===== src/hw/aa_map_pkg.sv =====
// ----------------------------
// mailbox bridge address map
// LS region codes, SS address tags and the
// mailbox / interrupt register layout
// ----------------------------
package aa_map_pkg;

  // ----------------------------
  // mailbox
  // ----------------------------
  localparam int mbox_words = 8;

  // word index sits in address bits 4..2
  localparam int mbox_idx_lsb = 2;
  localparam int mbox_idx_msb = 4;
  typedef logic [mbox_idx_msb-mbox_idx_lsb:0] mbox_idx_t;

  // ----------------------------
  // LS side decode, addr[11:8]
  // ----------------------------
  localparam int ls_region_lsb = 8;
  localparam int ls_region_msb = 11;
  typedef logic [ls_region_msb-ls_region_lsb:0] ls_region_t;
  localparam ls_region_t ls_region_mbox = 4'h0;
  localparam ls_region_t ls_region_reg  = 4'h1;

  // ----------------------------
  // SS side decode, addr[27:8]
  // ----------------------------
  localparam int ss_tag_lsb = 8;
  localparam int ss_tag_msb = 27;
  typedef logic [ss_tag_msb-ss_tag_lsb:0] ss_tag_t;
  localparam ss_tag_t ss_tag_mbox = 20'h00020;
  localparam ss_tag_t ss_tag_reg  = 20'h00021;

  // clear picks intr_enable (offset 0), set picks intr_status (offset 4)
  localparam int reg_sel_bit = 2;

endpackage


===== src/hw/aa_bus_pkg.sv =====
// ----------------------------
// mailbox bridge bus types
// stream beat, tuser packet codes, latched LS
// request and the register write port
// ----------------------------
package aa_bus_pkg;

  // mailbox index type for the register write port
  import aa_map_pkg::*;

  // stream word, also the AXI-Lite data width
  typedef logic [31:0] axis_data_t;

  // AXI-Lite slave address
  typedef logic [14:0] ls_addr_t;

  // tuser codes carried on every beat
  typedef enum logic [1:0] {
    pkt_stream   = 2'd0,
    pkt_write    = 2'd1,
    pkt_read_req = 2'd2,
    pkt_read_rsp = 2'd3
  } pkt_e;

  typedef struct packed {
    axis_data_t tdata;
    pkt_e       tuser;
  } axis_beat_t;

  // one LS request as held during a transaction
  typedef struct packed {
    ls_addr_t   addr;
    axis_data_t wdata;
    logic       wr;
  } ls_req_t;

  // write port into the register block
  typedef struct packed {
    logic       valid;
    logic       is_reg;
    mbox_idx_t  idx;
    axis_data_t data;
  } reg_wr_t;

  // which beat the stream master is driving
  typedef enum logic [1:0] {
    tx_none,
    tx_addr,
    tx_data,
    tx_rd_req
  } tx_sel_e;

endpackage


===== src/hw/aa_ctrl.sv =====
// ----------------------------
// mailbox bridge controller
// single FSM for LS and SS transactions, drives
// every ready/valid and the datapath strobes
// ----------------------------
`timescale 1ns/1ps

module aa_ctrl
  import aa_bus_pkg::*;
(
  input  logic    axis_clk,
  input  logic    axis_rst_n,
  input  logic    cc_aa_enable,
  // AXI-Lite slave handshakes
  input  logic    s_awvalid,
  input  logic    s_wvalid,
  input  logic    s_arvalid,
  input  logic    s_rready,
  output logic    s_awready,
  output logic    s_wready,
  output logic    s_arready,
  output logic    s_rvalid,
  // stream slave
  input  logic    as_aa_tvalid,
  input  pkt_e    as_aa_tuser,
  output logic    aa_as_tready,
  // stream master
  input  logic    as_aa_tready,
  output logic    aa_as_tvalid,
  // datapath
  input  logic    ls_local,
  output logic    ls_take,
  output logic    ls_local_wr,
  output logic    rsp_take,
  output logic    ss_addr_take,
  output logic    ss_data_take,
  output tx_sel_e tx_sel
);

  typedef enum logic [3:0] {
    idle,
    ls_wr,
    ls_wr_addr,
    ls_wr_data,
    ls_rd,
    ls_rd_req,
    ls_rd_wait,
    ls_rd_done,
    ss_data
  } ctrl_state_e;

  ctrl_state_e state;
  ctrl_state_e state_nxt;

  logic ls_wr_req;
  logic ls_rd_req_in;

  // ----------------------------
  // LS accept, only in idle
  // ----------------------------
  // a pending stream beat wins, the LS side waits
  assign ls_wr_req    = cc_aa_enable & s_awvalid & s_wvalid & ~as_aa_tvalid;
  // writes go first when both are pending
  assign ls_rd_req_in = cc_aa_enable & s_arvalid & ~(s_awvalid & s_wvalid) & ~as_aa_tvalid;

  assign s_awready = (state == idle) & ls_wr_req;
  assign s_wready  = s_awready;
  assign s_arready = (state == idle) & ls_rd_req_in;
  assign ls_take   = s_awready | s_arready;

  // local read answers the cycle after accept
  assign s_rvalid = ((state == ls_rd) & ls_local) | (state == ls_rd_done);

  // ls_local is valid from the cycle after accept
  assign ls_local_wr = (state == ls_wr) & ls_local;

  // ----------------------------
  // stream side
  // ----------------------------
  // slave ready in idle, between SS beats and while waiting for a response
  assign aa_as_tready = (state == idle) | (state == ss_data) | (state == ls_rd_wait);

  assign ss_addr_take = (state == idle) & as_aa_tvalid & (as_aa_tuser == pkt_write);
  assign ss_data_take = (state == ss_data) & as_aa_tvalid;
  assign rsp_take     = (state == ls_rd_wait) & as_aa_tvalid & (as_aa_tuser == pkt_read_rsp);

  // remote beats start in the decision state, no bubble
  always_comb begin
    case (state)
      ls_wr:      tx_sel = ls_local ? tx_none : tx_addr;
      ls_wr_addr: tx_sel = tx_addr;
      ls_wr_data: tx_sel = tx_data;
      ls_rd:      tx_sel = ls_local ? tx_none : tx_rd_req;
      ls_rd_req:  tx_sel = tx_rd_req;
      default:    tx_sel = tx_none;
    endcase
  end

  assign aa_as_tvalid = (tx_sel != tx_none);

  // ----------------------------
  // next state
  // ----------------------------
  always_comb begin
    state_nxt = state;
    case (state)
      idle: begin
        // non-write SS beats are swallowed here
        if (ss_addr_take) begin
          state_nxt = ss_data;
        end else if (s_awready) begin
          state_nxt = ls_wr;
        end else if (s_arready) begin
          state_nxt = ls_rd;
        end
      end
      ls_wr: begin
        if (ls_local) begin
          state_nxt = idle;
        end else begin
          state_nxt = as_aa_tready ? ls_wr_data : ls_wr_addr;
        end
      end
      ls_wr_addr: begin
        if (as_aa_tready) begin
          state_nxt = ls_wr_data;
        end
      end
      ls_wr_data: begin
        if (as_aa_tready) begin
          state_nxt = idle;
        end
      end
      ls_rd: begin
        if (ls_local) begin
          state_nxt = s_rready ? idle : ls_rd_done;
        end else begin
          state_nxt = as_aa_tready ? ls_rd_wait : ls_rd_req;
        end
      end
      ls_rd_req: begin
        if (as_aa_tready) begin
          state_nxt = ls_rd_wait;
        end
      end
      // other beat types are accepted and dropped
      ls_rd_wait: begin
        if (rsp_take) begin
          state_nxt = ls_rd_done;
        end
      end
      ls_rd_done: begin
        if (s_rready) begin
          state_nxt = idle;
        end
      end
      ss_data: begin
        if (ss_data_take) begin
          state_nxt = idle;
        end
      end
      default: state_nxt = idle;
    endcase
  end

  always_ff @(posedge axis_clk or negedge axis_rst_n) begin
    if (!axis_rst_n) begin
      state <= idle;
    end else begin
      state <= state_nxt;
    end
  end

  // ----------------------------
  // protocol checks
  // ----------------------------
  // write and read paths never accept together
  assert property (@(posedge axis_clk) disable iff (!axis_rst_n)
    !(s_awready && s_arready));

  // an offered beat is not withdrawn
  assert property (@(posedge axis_clk) disable iff (!axis_rst_n)
    aa_as_tvalid && !as_aa_tready |=> aa_as_tvalid);

endmodule


===== src/hw/aa_ls_port.sv =====
// ----------------------------
// LS port datapath
// latches the AXI-Lite request and the read
// response, decodes local vs remote, muxes
// the outgoing beat and rdata
// ----------------------------
`timescale 1ns/1ps

module aa_ls_port
  import aa_bus_pkg::*;
  import aa_map_pkg::*;
(
  input  logic       axis_clk,
  input  ls_addr_t   s_awaddr,
  input  ls_addr_t   s_araddr,
  input  axis_data_t s_wdata,
  // tells a write accept from a read accept
  input  logic       s_awready,
  input  logic       ls_take,
  input  logic       ls_local_wr,
  input  logic       rsp_take,
  input  axis_beat_t as_aa_beat,
  input  axis_data_t local_rdata,
  input  tx_sel_e    tx_sel,
  output logic       ls_local,
  output reg_wr_t    ls_wr,
  output mbox_idx_t  rd_idx,
  output logic       rd_reg,
  output axis_data_t s_rdata,
  output axis_beat_t aa_as_beat
);

  ls_req_t    req;
  axis_data_t rsp_data;
  ls_region_t region;
  logic       hit_mbox;
  logic       hit_reg;

  // ----------------------------
  // request and response latches
  // ----------------------------
  always_ff @(posedge axis_clk) begin
    if (ls_take) begin
      req.addr  <= s_awready ? s_awaddr : s_araddr;
      req.wdata <= s_wdata;
      req.wr    <= s_awready;
    end
  end

  // data of the pkt_read_rsp beat
  always_ff @(posedge axis_clk) begin
    if (rsp_take) begin
      rsp_data <= as_aa_beat.tdata;
    end
  end

  // ----------------------------
  // region decode
  // ----------------------------
  assign region   = req.addr[ls_region_msb:ls_region_lsb];
  assign hit_mbox = (region == ls_region_mbox);
  assign hit_reg  = (region == ls_region_reg);
  assign ls_local = hit_mbox | hit_reg;

  assign rd_idx = req.addr[mbox_idx_msb:mbox_idx_lsb];
  assign rd_reg = hit_reg;

  // local write port, one cycle strobe from the controller
  assign ls_wr.valid  = ls_local_wr & req.wr;
  assign ls_wr.is_reg = hit_reg;
  assign ls_wr.idx    = rd_idx;
  assign ls_wr.data   = req.wdata;

  // local registers or the remote answer
  assign s_rdata = ls_local ? local_rdata : rsp_data;

  // ----------------------------
  // outgoing beat
  // ----------------------------
  // a remote write goes as address beat then data beat, both pkt_write
  always_comb begin
    case (tx_sel)
      tx_addr: begin
        aa_as_beat.tdata = axis_data_t'(req.addr);
        aa_as_beat.tuser = pkt_write;
      end
      tx_data: begin
        aa_as_beat.tdata = req.wdata;
        aa_as_beat.tuser = pkt_write;
      end
      tx_rd_req: begin
        aa_as_beat.tdata = axis_data_t'(req.addr);
        aa_as_beat.tuser = pkt_read_req;
      end
      default: begin
        aa_as_beat.tdata = '0;
        aa_as_beat.tuser = pkt_stream;
      end
    endcase
  end

endmodule


===== src/hw/aa_ss_capture.sv =====
// ----------------------------
// SS write capture
// holds the address and data beats of a remote
// write and issues one register write for hits
// ----------------------------
`timescale 1ns/1ps

module aa_ss_capture
  import aa_bus_pkg::*;
  import aa_map_pkg::*;
(
  input  logic       axis_clk,
  input  logic       axis_rst_n,
  input  axis_beat_t as_aa_beat,
  input  logic       ss_addr_take,
  input  logic       ss_data_take,
  output reg_wr_t    ss_wr
);

  axis_data_t ss_addr;
  axis_data_t ss_data;
  ss_tag_t    tag;
  logic       have_addr;
  logic       wr_pend;

  // payload latches
  always_ff @(posedge axis_clk) begin
    if (ss_addr_take) begin
      ss_addr <= as_aa_beat.tdata;
    end
    if (ss_data_take) begin
      ss_data <= as_aa_beat.tdata;
    end
  end

  // address seen, then one pending write after the data beat
  always_ff @(posedge axis_clk or negedge axis_rst_n) begin
    if (!axis_rst_n) begin
      have_addr <= 1'b0;
      wr_pend   <= 1'b0;
    end else begin
      have_addr <= ss_addr_take | (have_addr & ~ss_data_take);
      wr_pend   <= ss_data_take & have_addr;
    end
  end

  // anything outside the bridge is dropped
  assign tag          = ss_addr[ss_tag_msb:ss_tag_lsb];
  assign ss_wr.valid  = wr_pend & ((tag == ss_tag_mbox) | (tag == ss_tag_reg));
  assign ss_wr.is_reg = (tag == ss_tag_reg);
  assign ss_wr.idx    = ss_addr[mbox_idx_msb:mbox_idx_lsb];
  assign ss_wr.data   = ss_data;

  // data beat only ever follows an address beat
  assert property (@(posedge axis_clk) disable iff (!axis_rst_n)
    ss_data_take |-> have_addr);

endmodule


===== src/hw/aa_mbox_regs.sv =====
// ----------------------------
// mailbox and interrupt registers
// eight words, intr_enable, intr_status
// and mb_irq
// ----------------------------
`timescale 1ns/1ps

module aa_mbox_regs
  import aa_bus_pkg::*;
  import aa_map_pkg::*;
(
  input  logic       axis_clk,
  input  logic       axis_rst_n,
  input  reg_wr_t    ls_wr,
  input  reg_wr_t    ss_wr,
  input  mbox_idx_t  rd_idx,
  input  logic       rd_reg,
  output axis_data_t local_rdata,
  output logic       mb_irq
);

  // offset of reg_sel_bit within the word index
  localparam int sel_pos = reg_sel_bit - mbox_idx_lsb;

  axis_data_t mbox [mbox_words];
  logic       intr_enable;
  logic       intr_status;

  logic ls_en_wr;
  logic ls_st_clr;
  logic ss_en_wr;
  logic ss_mb_wr;

  // ----------------------------
  // write decode
  // ----------------------------
  assign ls_en_wr  = ls_wr.valid & ls_wr.is_reg & ~ls_wr.idx[sel_pos];
  // status is write-one-to-clear from LS
  assign ls_st_clr = ls_wr.valid & ls_wr.is_reg & ls_wr.idx[sel_pos] & ls_wr.data[0];
  // SS reaches only the enable register
  assign ss_en_wr  = ss_wr.valid & ss_wr.is_reg & ~ss_wr.idx[sel_pos];
  assign ss_mb_wr  = ss_wr.valid & ~ss_wr.is_reg;

  // mailbox words, either port
  always_ff @(posedge axis_clk) begin
    if (ls_wr.valid & ~ls_wr.is_reg) begin
      mbox[ls_wr.idx] <= ls_wr.data;
    end else if (ss_mb_wr) begin
      mbox[ss_wr.idx] <= ss_wr.data;
    end
  end

  always_ff @(posedge axis_clk or negedge axis_rst_n) begin
    if (!axis_rst_n) begin
      intr_enable <= 1'b0;
      intr_status <= 1'b0;
    end else begin
      if (ls_en_wr) begin
        intr_enable <= ls_wr.data[0];
      end else if (ss_en_wr) begin
        intr_enable <= ss_wr.data[0];
      end
      // a remote mailbox write raises status
      if (ls_st_clr) begin
        intr_status <= 1'b0;
      end else if (ss_mb_wr) begin
        intr_status <= 1'b1;
      end
    end
  end

  // ----------------------------
  // read and interrupt
  // ----------------------------
  always_comb begin
    if (rd_reg) begin
      local_rdata = {{31{1'b0}}, rd_idx[sel_pos] ? intr_status : intr_enable};
    end else begin
      local_rdata = mbox[rd_idx];
    end
  end

  assign mb_irq = intr_status & intr_enable;

  // the FSM keeps LS and SS writes apart
  assert property (@(posedge axis_clk) disable iff (!axis_rst_n)
    !(ls_wr.valid && ss_wr.valid));

endmodule


===== src/hw/aa_bridge_top.sv =====
// ----------------------------
// AXI-Lite to AXI-Stream mailbox bridge
// controller, LS port, SS capture and registers
// ----------------------------
`timescale 1ns/1ps

module aa_bridge_top
  import aa_bus_pkg::*;
  import aa_map_pkg::*;
(
  input  logic       axis_clk,
  input  logic       axis_rst_n,
  input  logic       cc_aa_enable,
  // LS AW, W, AR, R
  output logic       s_awready,
  input  logic       s_awvalid,
  input  ls_addr_t   s_awaddr,
  output logic       s_wready,
  input  logic       s_wvalid,
  input  axis_data_t s_wdata,
  output logic       s_arready,
  input  logic       s_arvalid,
  input  ls_addr_t   s_araddr,
  output axis_data_t s_rdata,
  output logic       s_rvalid,
  input  logic       s_rready,
  // stream slave
  input  axis_beat_t as_aa_beat,
  input  logic       as_aa_tvalid,
  output logic       aa_as_tready,
  // stream master
  output axis_beat_t aa_as_beat,
  output logic       aa_as_tvalid,
  input  logic       as_aa_tready,
  output logic       mb_irq
);

  logic       ls_local;
  logic       ls_take;
  logic       ls_local_wr;
  logic       rsp_take;
  logic       ss_addr_take;
  logic       ss_data_take;
  tx_sel_e    tx_sel;
  reg_wr_t    ls_wr;
  reg_wr_t    ss_wr;
  mbox_idx_t  rd_idx;
  logic       rd_reg;
  axis_data_t local_rdata;

  aa_ctrl u_ctrl (
    .axis_clk     (axis_clk),
    .axis_rst_n   (axis_rst_n),
    .cc_aa_enable (cc_aa_enable),
    .s_awvalid    (s_awvalid),
    .s_wvalid     (s_wvalid),
    .s_arvalid    (s_arvalid),
    .s_rready     (s_rready),
    .s_awready    (s_awready),
    .s_wready     (s_wready),
    .s_arready    (s_arready),
    .s_rvalid     (s_rvalid),
    .as_aa_tvalid (as_aa_tvalid),
    .as_aa_tuser  (as_aa_beat.tuser),
    .aa_as_tready (aa_as_tready),
    .as_aa_tready (as_aa_tready),
    .aa_as_tvalid (aa_as_tvalid),
    .ls_local     (ls_local),
    .ls_take      (ls_take),
    .ls_local_wr  (ls_local_wr),
    .rsp_take     (rsp_take),
    .ss_addr_take (ss_addr_take),
    .ss_data_take (ss_data_take),
    .tx_sel       (tx_sel)
  );

  aa_ls_port u_ls_port (
    .axis_clk    (axis_clk),
    .s_awaddr    (s_awaddr),
    .s_araddr    (s_araddr),
    .s_wdata     (s_wdata),
    .s_awready   (s_awready),
    .ls_take     (ls_take),
    .ls_local_wr (ls_local_wr),
    .rsp_take    (rsp_take),
    .as_aa_beat  (as_aa_beat),
    .local_rdata (local_rdata),
    .tx_sel      (tx_sel),
    .ls_local    (ls_local),
    .ls_wr       (ls_wr),
    .rd_idx      (rd_idx),
    .rd_reg      (rd_reg),
    .s_rdata     (s_rdata),
    .aa_as_beat  (aa_as_beat)
  );

  aa_ss_capture u_ss_capture (
    .axis_clk     (axis_clk),
    .axis_rst_n   (axis_rst_n),
    .as_aa_beat   (as_aa_beat),
    .ss_addr_take (ss_addr_take),
    .ss_data_take (ss_data_take),
    .ss_wr        (ss_wr)
  );

  aa_mbox_regs u_mbox_regs (
    .axis_clk    (axis_clk),
    .axis_rst_n  (axis_rst_n),
    .ls_wr       (ls_wr),
    .ss_wr       (ss_wr),
    .rd_idx      (rd_idx),
    .rd_reg      (rd_reg),
    .local_rdata (local_rdata),
    .mb_irq      (mb_irq)
  );

endmodule


===== config.mk =====
export PLATFORM = sky130hd
export DESIGN_NAME = aa_bridge_top
export DESIGN_NICKNAME = d
export VERILOG_FILES = /design/src/hw/aa_map_pkg.sv /design/src/hw/aa_bus_pkg.sv /design/src/hw/aa_ctrl.sv /design/src/hw/aa_ls_port.sv /design/src/hw/aa_ss_capture.sv /design/src/hw/aa_mbox_regs.sv /design/src/hw/aa_bridge_top.sv
export SDC_FILE = /design/constraint.sdc
export NUM_CORES = 1
export LEC_CHECK = 0
export BUFFER_PORTS_ARGS = -buffer_cell sky130_fd_sc_hd__buf_2
export CAP_MARGIN = 40
export CORE_ASPECT_RATIO = 1.2
export CORE_MARGIN = 1.5
export CORE_UTILIZATION = 45
export DETAILED_ROUTE_END_ITERATION = 16
export GPL_TIMING_DRIVEN = 0
export PLACE_DENSITY = 0.64
export RECOVER_POWER = 100
export SYNTH_ARGS = -nofsm -noshare
export SYNTH_HDL_FRONTEND = slang
export SYNTH_SLANG_ARGS = --single-unit

===== constraint.sdc =====
create_clock -name axis_clk -period 5.4 [get_ports axis_clk]
set_input_delay 0 -clock axis_clk [delete_from_list [all_inputs] [get_ports axis_clk]]
set_output_delay 0 -clock axis_clk [all_outputs]
set_load 0.03 [all_outputs]

==> results of run 1 <==
cells in the mapped netlist, types with 8 or more instances:
cell      instances
mux2_4           27
o21ai_0          38
a22o_1           15
nand2_1          41
and2_1           20
nor2b_1           8
edfxtp_1        391
clkbuf_1         25
mux2i_1          34
nor2_1           13
dfrtp_1           8
mux2_2           26
buf_2            11
mux4_2           64
final timing paths:
check                                                to  slack (ns)  cells past startpoint
worst min-delay path                    u_ctrl.state[1]        0.03                      5
worst max register to register  u_mbox_regs.mbox[5][11]        1.05                      7
min in group asynchronous               u_ctrl.state[2]        0.46                      3
max in group asynchronous        u_ss_capture.have_addr        4.64                      3
worst min register to register   u_ss_capture.have_addr        0.47                      1
worst max-delay path                      aa_as_beat[4]        0.98                     10
flip-flops by register name, indices dropped and copies added, names as in the netlist, named ones only:
| register | cells |
|---|---|
| u_ctrl.state | 4 |
| u_ls_port.ls_wr | 35 |
| u_ls_port.region | 4 |
| u_ls_port.req | 9 |
| u_ls_port.rsp_data | 32 |
| u_mbox_regs.intr_enable | 1 |
| u_mbox_regs.intr_status | 1 |
| u_mbox_regs.mbox | 256 |
| u_ss_capture.have_addr | 1 |
| u_ss_capture.ss_addr | 23 |
| u_ss_capture.ss_data | 32 |
| u_ss_capture.wr_pend | 1 |
worst max-delay path: cells and delay by family, from the launching register on:
kind,cells,cell delay (ns)
buffers and inverters,5,2.13
AOI/OAI and AO/OA,3,0.86
DFF,1,0.39
and+or+nand+nor,1,0.28
adders and majority gates,1,0.23
area by class of cell:
cell class,instances,area share
plain buffers,45,0.00917
inverters,6,0.00113
clock buffers,47,0.0537
clock inverters,25,0.00873
flip-flops and latches,402,0.603
well taps,462,0.0290
multi-input cells,372,0.188
repair buffers,315,0.108
routing by layer:
layer	up-vias	global-route usage
met1	4684	0.298
met2	347	0.375
met3	67	0.0379
met5	-	0
li1	4058	-
met4	0	0.0628
metrics by stage:
step	power, uW	TNS (ns)	util
global route	7960	0	0.567
finish	7700	0	0.567
CTS	7810	0	0.584
global placement	5060	-380.70	0.500
floorplan	4570	0	-
detailed placement	5100	0	0.520
cell families (layout without fill, tap and decap cells):
group	after synthesis	in the layout
simple gates	132	132
buf+inv	51	438
fa+ha+maj	5	5
flops	402	402
compound gates	84	84
mux	151	151
power by group through the flow:
stage	sequential, uW	combinational [uW]	clock [uW]
global placement	3600	1460	0
floorplan	3580	996	0
detailed placement	3590	1510	0
finish	3530	1490	2680
global route	3530	1600	2820
CTS	3530	1580	2700
timing repair:
item / in CTS / in global routing
hold buffers: 103 / 0
hold endpoints to repair: 150 / 0
setup endpoints to repair: 0 / 0
==> out/results.ini, run 1 <==
[clock_tree]
root_buffer=clkbuf_16
cts_setup_buffers=0
cts_tree=yes
cts_buffers=41
ctsResizeCount=0
h-tree-depth=2
clk_latency_ns=0.54
clk_pin_slew_ns=0.06
cts_sinks=402
clk_path_buf_depth=3

[sta]
finalSetupViolations=0
fin_worst_skew_ns=0.0138
post-route-period-util=0.819
worst_pin_slew_ns=2.20
fin_ws_ns=0.979
relSlewSlack=-0.477
hold_slack_ns=0.0290
final_max_slew_viol_count=54
finalCriticalPeriod_ns=4.42
rsz0062_at_grt=no
final-hold-violation-count=0
max_freq_mhz=226

[final_layout]
multi_input_comb_area_um2=3740
final-seq-area_um2=12000
fill_cells=2771
design_area_um2=19900
final-instance-count-excl-fill=1674
drive_gt1_frac=0.212
mostFrequentLayoutCells=391 x edfxtp_1, 151 x clkbuf_1, 103 x dlygate4sd3_1, 94 x buf_2, 64 x mux4_2
diodes=0
final_common_cell=edfxtp_1
area.growth.synth_to_final_pct=23.9
num-nets-final=1293

[pwr]
power.internal_uw=5490
p_leak_uw=0.00674
peakVddDrop_v=0.000428
power_frac_clock=0.348
p_sw_frac=0.287
combPwrFrac=0.194
switching_power_uw=2210
pwr-share-seq=0.458
powerDensity_nw_per_um2=387

[synthesis]
synth_warnings=0
synth_compound_area_frac=0.0344
synth_top_cell_area_share=0.730
synth_area_um2=16100
ys_ff_latch=402
synthTopCellsByArea=edfxtp_1 73%, mux4_2 9.0%, mux2_4 2.5%, mux2i_1 2.1%, mux2_2 1.8%
synth_xor_area_frac=0
synth.avg_cell_area_um2=19.5
synthDistinctLibCells=59
synth-simple-area-share=0.0464
ys_seq_area_frac=0.747
synth_adder_area_share=0.00389
synth_top_family_by_area=multiplexers
synth_fp_nets=935
synth_top_area_cell=edfxtp_1
syn_inst=825
synthFlopType=edfxtp_1
synth_edf_count=391
muxShareOfSynthArea=0.154
synthArstFlopShare=0.0199

[floorplanning]
die_w_um=176
dieHeight_um=210
core_area_um2=35100
dieArea_um2=36900
ioPinCount=178
start_util=0.458
rows=75

[detailed_routing]
met3_length_um=2560
via_per_inst=5.47
routed.top_layer=met4
wl_met1_um=16800
drt_first_pass_iters=5
drtAntennaViolNets=0
routed_wl_um=40400
drcViolationCount=0
wire_per_inst_um=24.1
drtIter0Drc=800
met2_length_um=20000
vias=9156

[worst_setup_path]
critPathLaunchType=register
crit_path_cell_trace=clkbuf_1, clkbuf_1, o21ai_0, a221o_1, ha_1, nor2b_1, clkbuf_1, clkbuf_1, a22o_1, clkbuf_1
critPathMaxStageDelay_ns=0.55
slowest_stage=clkbuf_1
reg2reg_from=u_ss_capture.ss_addr[21]
worstPathArrival_ns=4.42
worstSetupStartpoint=u_ctrl.state[0]
end_kind=output port
cp_max_fo=10
cp.required_ns=5.40
critPathKind=reg2out
cpMostUsedCell=clkbuf_1

[placement]
port_buffers=177
place.gp.congestion=0.774
dpl.hpwl_um=26500
place_area_um2=18200
dp.cells=1499
place_ws_ns=1.92

[global_routing]
grt_start_max_net_pins=23
overflow=0
grt_pass1_wl_um=59200
track_usage=0.222
antenna_found_initial=0
first_global_vias=9472

[min_path]
min-delay-start=cc_aa_enable
hold_class=in2reg

[run_status]
status=finished, violations left
violations=max-capacitance violations, max-slew violations

[run]
drv_cap=4

Power figures use the tool's default switching activity.
==> run 2: changes to the inputs <==
==> constraint.sdc (replaced) <==
create_clock -name axis_clk -period 4.1 [get_ports axis_clk]
set_input_delay 0 -clock axis_clk [delete_from_list [all_inputs] [get_ports axis_clk]]
set_output_delay 0 -clock axis_clk [all_outputs]
set_load 0.03 [all_outputs]
==> out/results.ini, run 2 (synthesis gave the netlist of run 1 again) <==
[detailed_routing]
via_per_inst=5.53  ; +1.1%
drcViolationCount=0  ; unchanged
drt_first_pass_iters=5  ; unchanged
routed_wl_um=40100  ; -0.72%
vias=9206  ; +0.55%
wire_per_inst_um=24.1  ; -0.18%
drtAntennaViolNets=0  ; unchanged
drtIter0Drc=754  ; -5.8%

[final_layout]
diodes=0  ; unchanged
largest_reg_flops=256  ; unchanged
drive_gt1_frac=0.228  ; +0.0157
post-route-util=0.569  ; +0.00178
mostFrequentLayoutCells=391 x edfxtp_1, 136 x clkbuf_1, 100 x dlygate4sd3_1, 85 x buf_2, 64 x mux4_2
final_common_cell=edfxtp_1
design_area_um2=20000  ; +0.31%
area.growth.synth_to_final_pct=24.3
num-nets-final=1284  ; -0.70%
fill_cells=2768  ; -0.11%
regMostFlops=u_mbox_regs.mbox

[global_routing]
first_global_vias=9489  ; +0.18%
antenna_found_initial=2  ; +2
grt_pass1_wl_um=59500  ; +0.49%
grt_start_max_net_pins=22  ; -4.3%
overflow=0  ; unchanged
track_usage=0.223  ; +0.000961

[min_path]
worstHoldPathCells=4  ; -1
hold_class=in2reg
holdPathEnd=u_ctrl.state[3]
min-delay-start=as_aa_beat[1]

[placement]
dpl.hpwl_um=26100  ; -1.5%
place_area_um2=18200  ; -0.11%
place.gp.congestion=0.804  ; +4.0%
port_buffers=177  ; unchanged
place_ws_ns=0.599  ; -1.32 ns

[sta]
rsz0062_at_grt=no
worst_pin_slew_ns=1.81  ; -0.392 ns
post-route-period-util=0.981
fin_tns_setup_ns=0  ; unchanged
max_freq_mhz=249
relSlewSlack=-0.216  ; +0.260
final_max_slew_viol_count=30  ; -44%
finalSetupViolations=0  ; unchanged
finalCriticalPeriod_ns=4.02
fin_worst_skew_ns=0.0186  ; +0.00487 ns
hold_slack_ns=-0.0341  ; -0.0631 ns
final-hold-violation-count=1  ; +1
fin_ws_ns=0.0767  ; -0.902 ns

[worst_setup_path]
r2r_end=u_mbox_regs.mbox[7][12]
rr_worst_depth=8  ; +1
critPathLaunchType=register
reg2reg_from=u_ss_capture.ss_addr[25]
critPathKind=reg2reg
worstPathArrival_ns=4.26  ; -0.16 ns
cp_max_fo=12  ; +2
reg2reg_slack_ns=0.08  ; -0.97 ns
end_kind=register
cp.required_ns=4.33  ; -1.07 ns

[run_status]
violations=negative hold slack, max-capacitance violations, max-slew violations
status=finished, violations left

[pwr]
total_power_uw=10200  ; +33%
p_leak_uw=0.00680  ; +0.87%
powerDensity_nw_per_um2=511  ; +32%
peakVddDrop_v=0.000564  ; +32%

[floorplanning]
ioPinCount=178  ; unchanged
die_w_um=176  ; unchanged
start_util=0.458  ; unchanged
dieHeight_um=210  ; unchanged
core_area_um2=35100  ; unchanged
dieArea_um2=36900  ; unchanged
rows=75  ; unchanged

[clock_tree]
clk_pin_slew_ns=0.06  ; about the same
h-tree-depth=2  ; unchanged
cts_buffers=41  ; unchanged
root_buffer=clkbuf_16
cts_setup_buffers=0  ; unchanged
clk_path_buf_depth=3  ; unchanged
cts_tree=yes
clk_latency_ns=0.54  ; about the same
cts_sinks=402  ; unchanged

[run]
drv_cap=2  ; -2

[run 2: cell count changes in the layout (fill, tap and decap cells not counted), sizes merged]
cell,before,now
dlymetal6s2s,0,1
dlygate4sd3,103,100
clkbuf,195,200
inv,6,7
clkinv,20,13
buf,109,103
[run 2: timing repair]
action | CTS | global route
setup endpoints to repair | 0 | 23
hold buffers | 100 | 0
hold endpoints to repair | 150 | 0
gates resized for setup | 0 | 7
[run 2: final cells by class]
type / count / area [um2] / area share
Tap cell: 462 / 578 / 0.0289
Sequential cell: 402 / 12000 / 0.601
Timing Repair Buffer: 306 / 2110 / 0.106
Clock buffer: 53 / 1110 / 0.0557
Multi-Input combinational cell: 372 / 3810 / 0.191
Clock inverter: 19 / 148 / 0.00739
Inverter: 6 / 22.5 / 0.00113
Buffer: 45 / 194 / 0.00971
[run 2: metal layers]
layer,share of wire,global-route usage
met3,0.059,0.0326
met4,0.026,0.0763
met1,0.41,0.300
met5,0,0
met2,0.50,0.374
[run 2: worst max-delay path by stage]
stage,startpoint,cells after the start,slack (ns),end
floorplan,u_ss_capture.ss_addr[14],4,0.02,u_mbox_regs.mbox[0][0]
global placement,u_ss_capture.ss_addr[25],5,-3.26,u_mbox_regs.mbox[0][21]
detailed placement,u_ctrl.state[0],9,0.60,aa_as_beat[16]
CTS,u_ctrl.state[0],9,0.01,aa_as_beat[16]
global route,u_ss_capture.ss_addr[24],7,0.02,u_mbox_regs.mbox[5][12]
finish,u_ss_capture.ss_addr[25],8,0.08,u_mbox_regs.mbox[7][12]
[run 2: report_power, final]
| part | switching, uW | leakage, uW | total, uW | internal, uW |
|---|---|---|---|---|
| registers | 53.8 | 0.00365 | 4650 | 4590 |
| clock network | 1510 | 0.000609 | 3550 | 2040 |
| logic | 1340 | 0.00254 | 2010 | 671 |
[run 2: metrics by stage]
step,std cells,hold slack [ns]
6_report,1665,-0.0341
5_1_grt,1665,0.00399
3_5_place_dp,1493,-0.137
2_1_floorplan,825,-0.296
3_3_place_gp,1464,-0.134
4_1_cts,1665,0.00852
[run 2: worst max-delay path, stage by stage (launching register included)]
cell and delay (ns):
edfxtp_1 0.37, nor4_1 0.71, nand4_1 0.34, nor3_1 0.67
nand2_4 0.27, buf_6 0.25, o32ai_4 0.09, dlymetal6s2s_1 0.74
buf_8 0.25
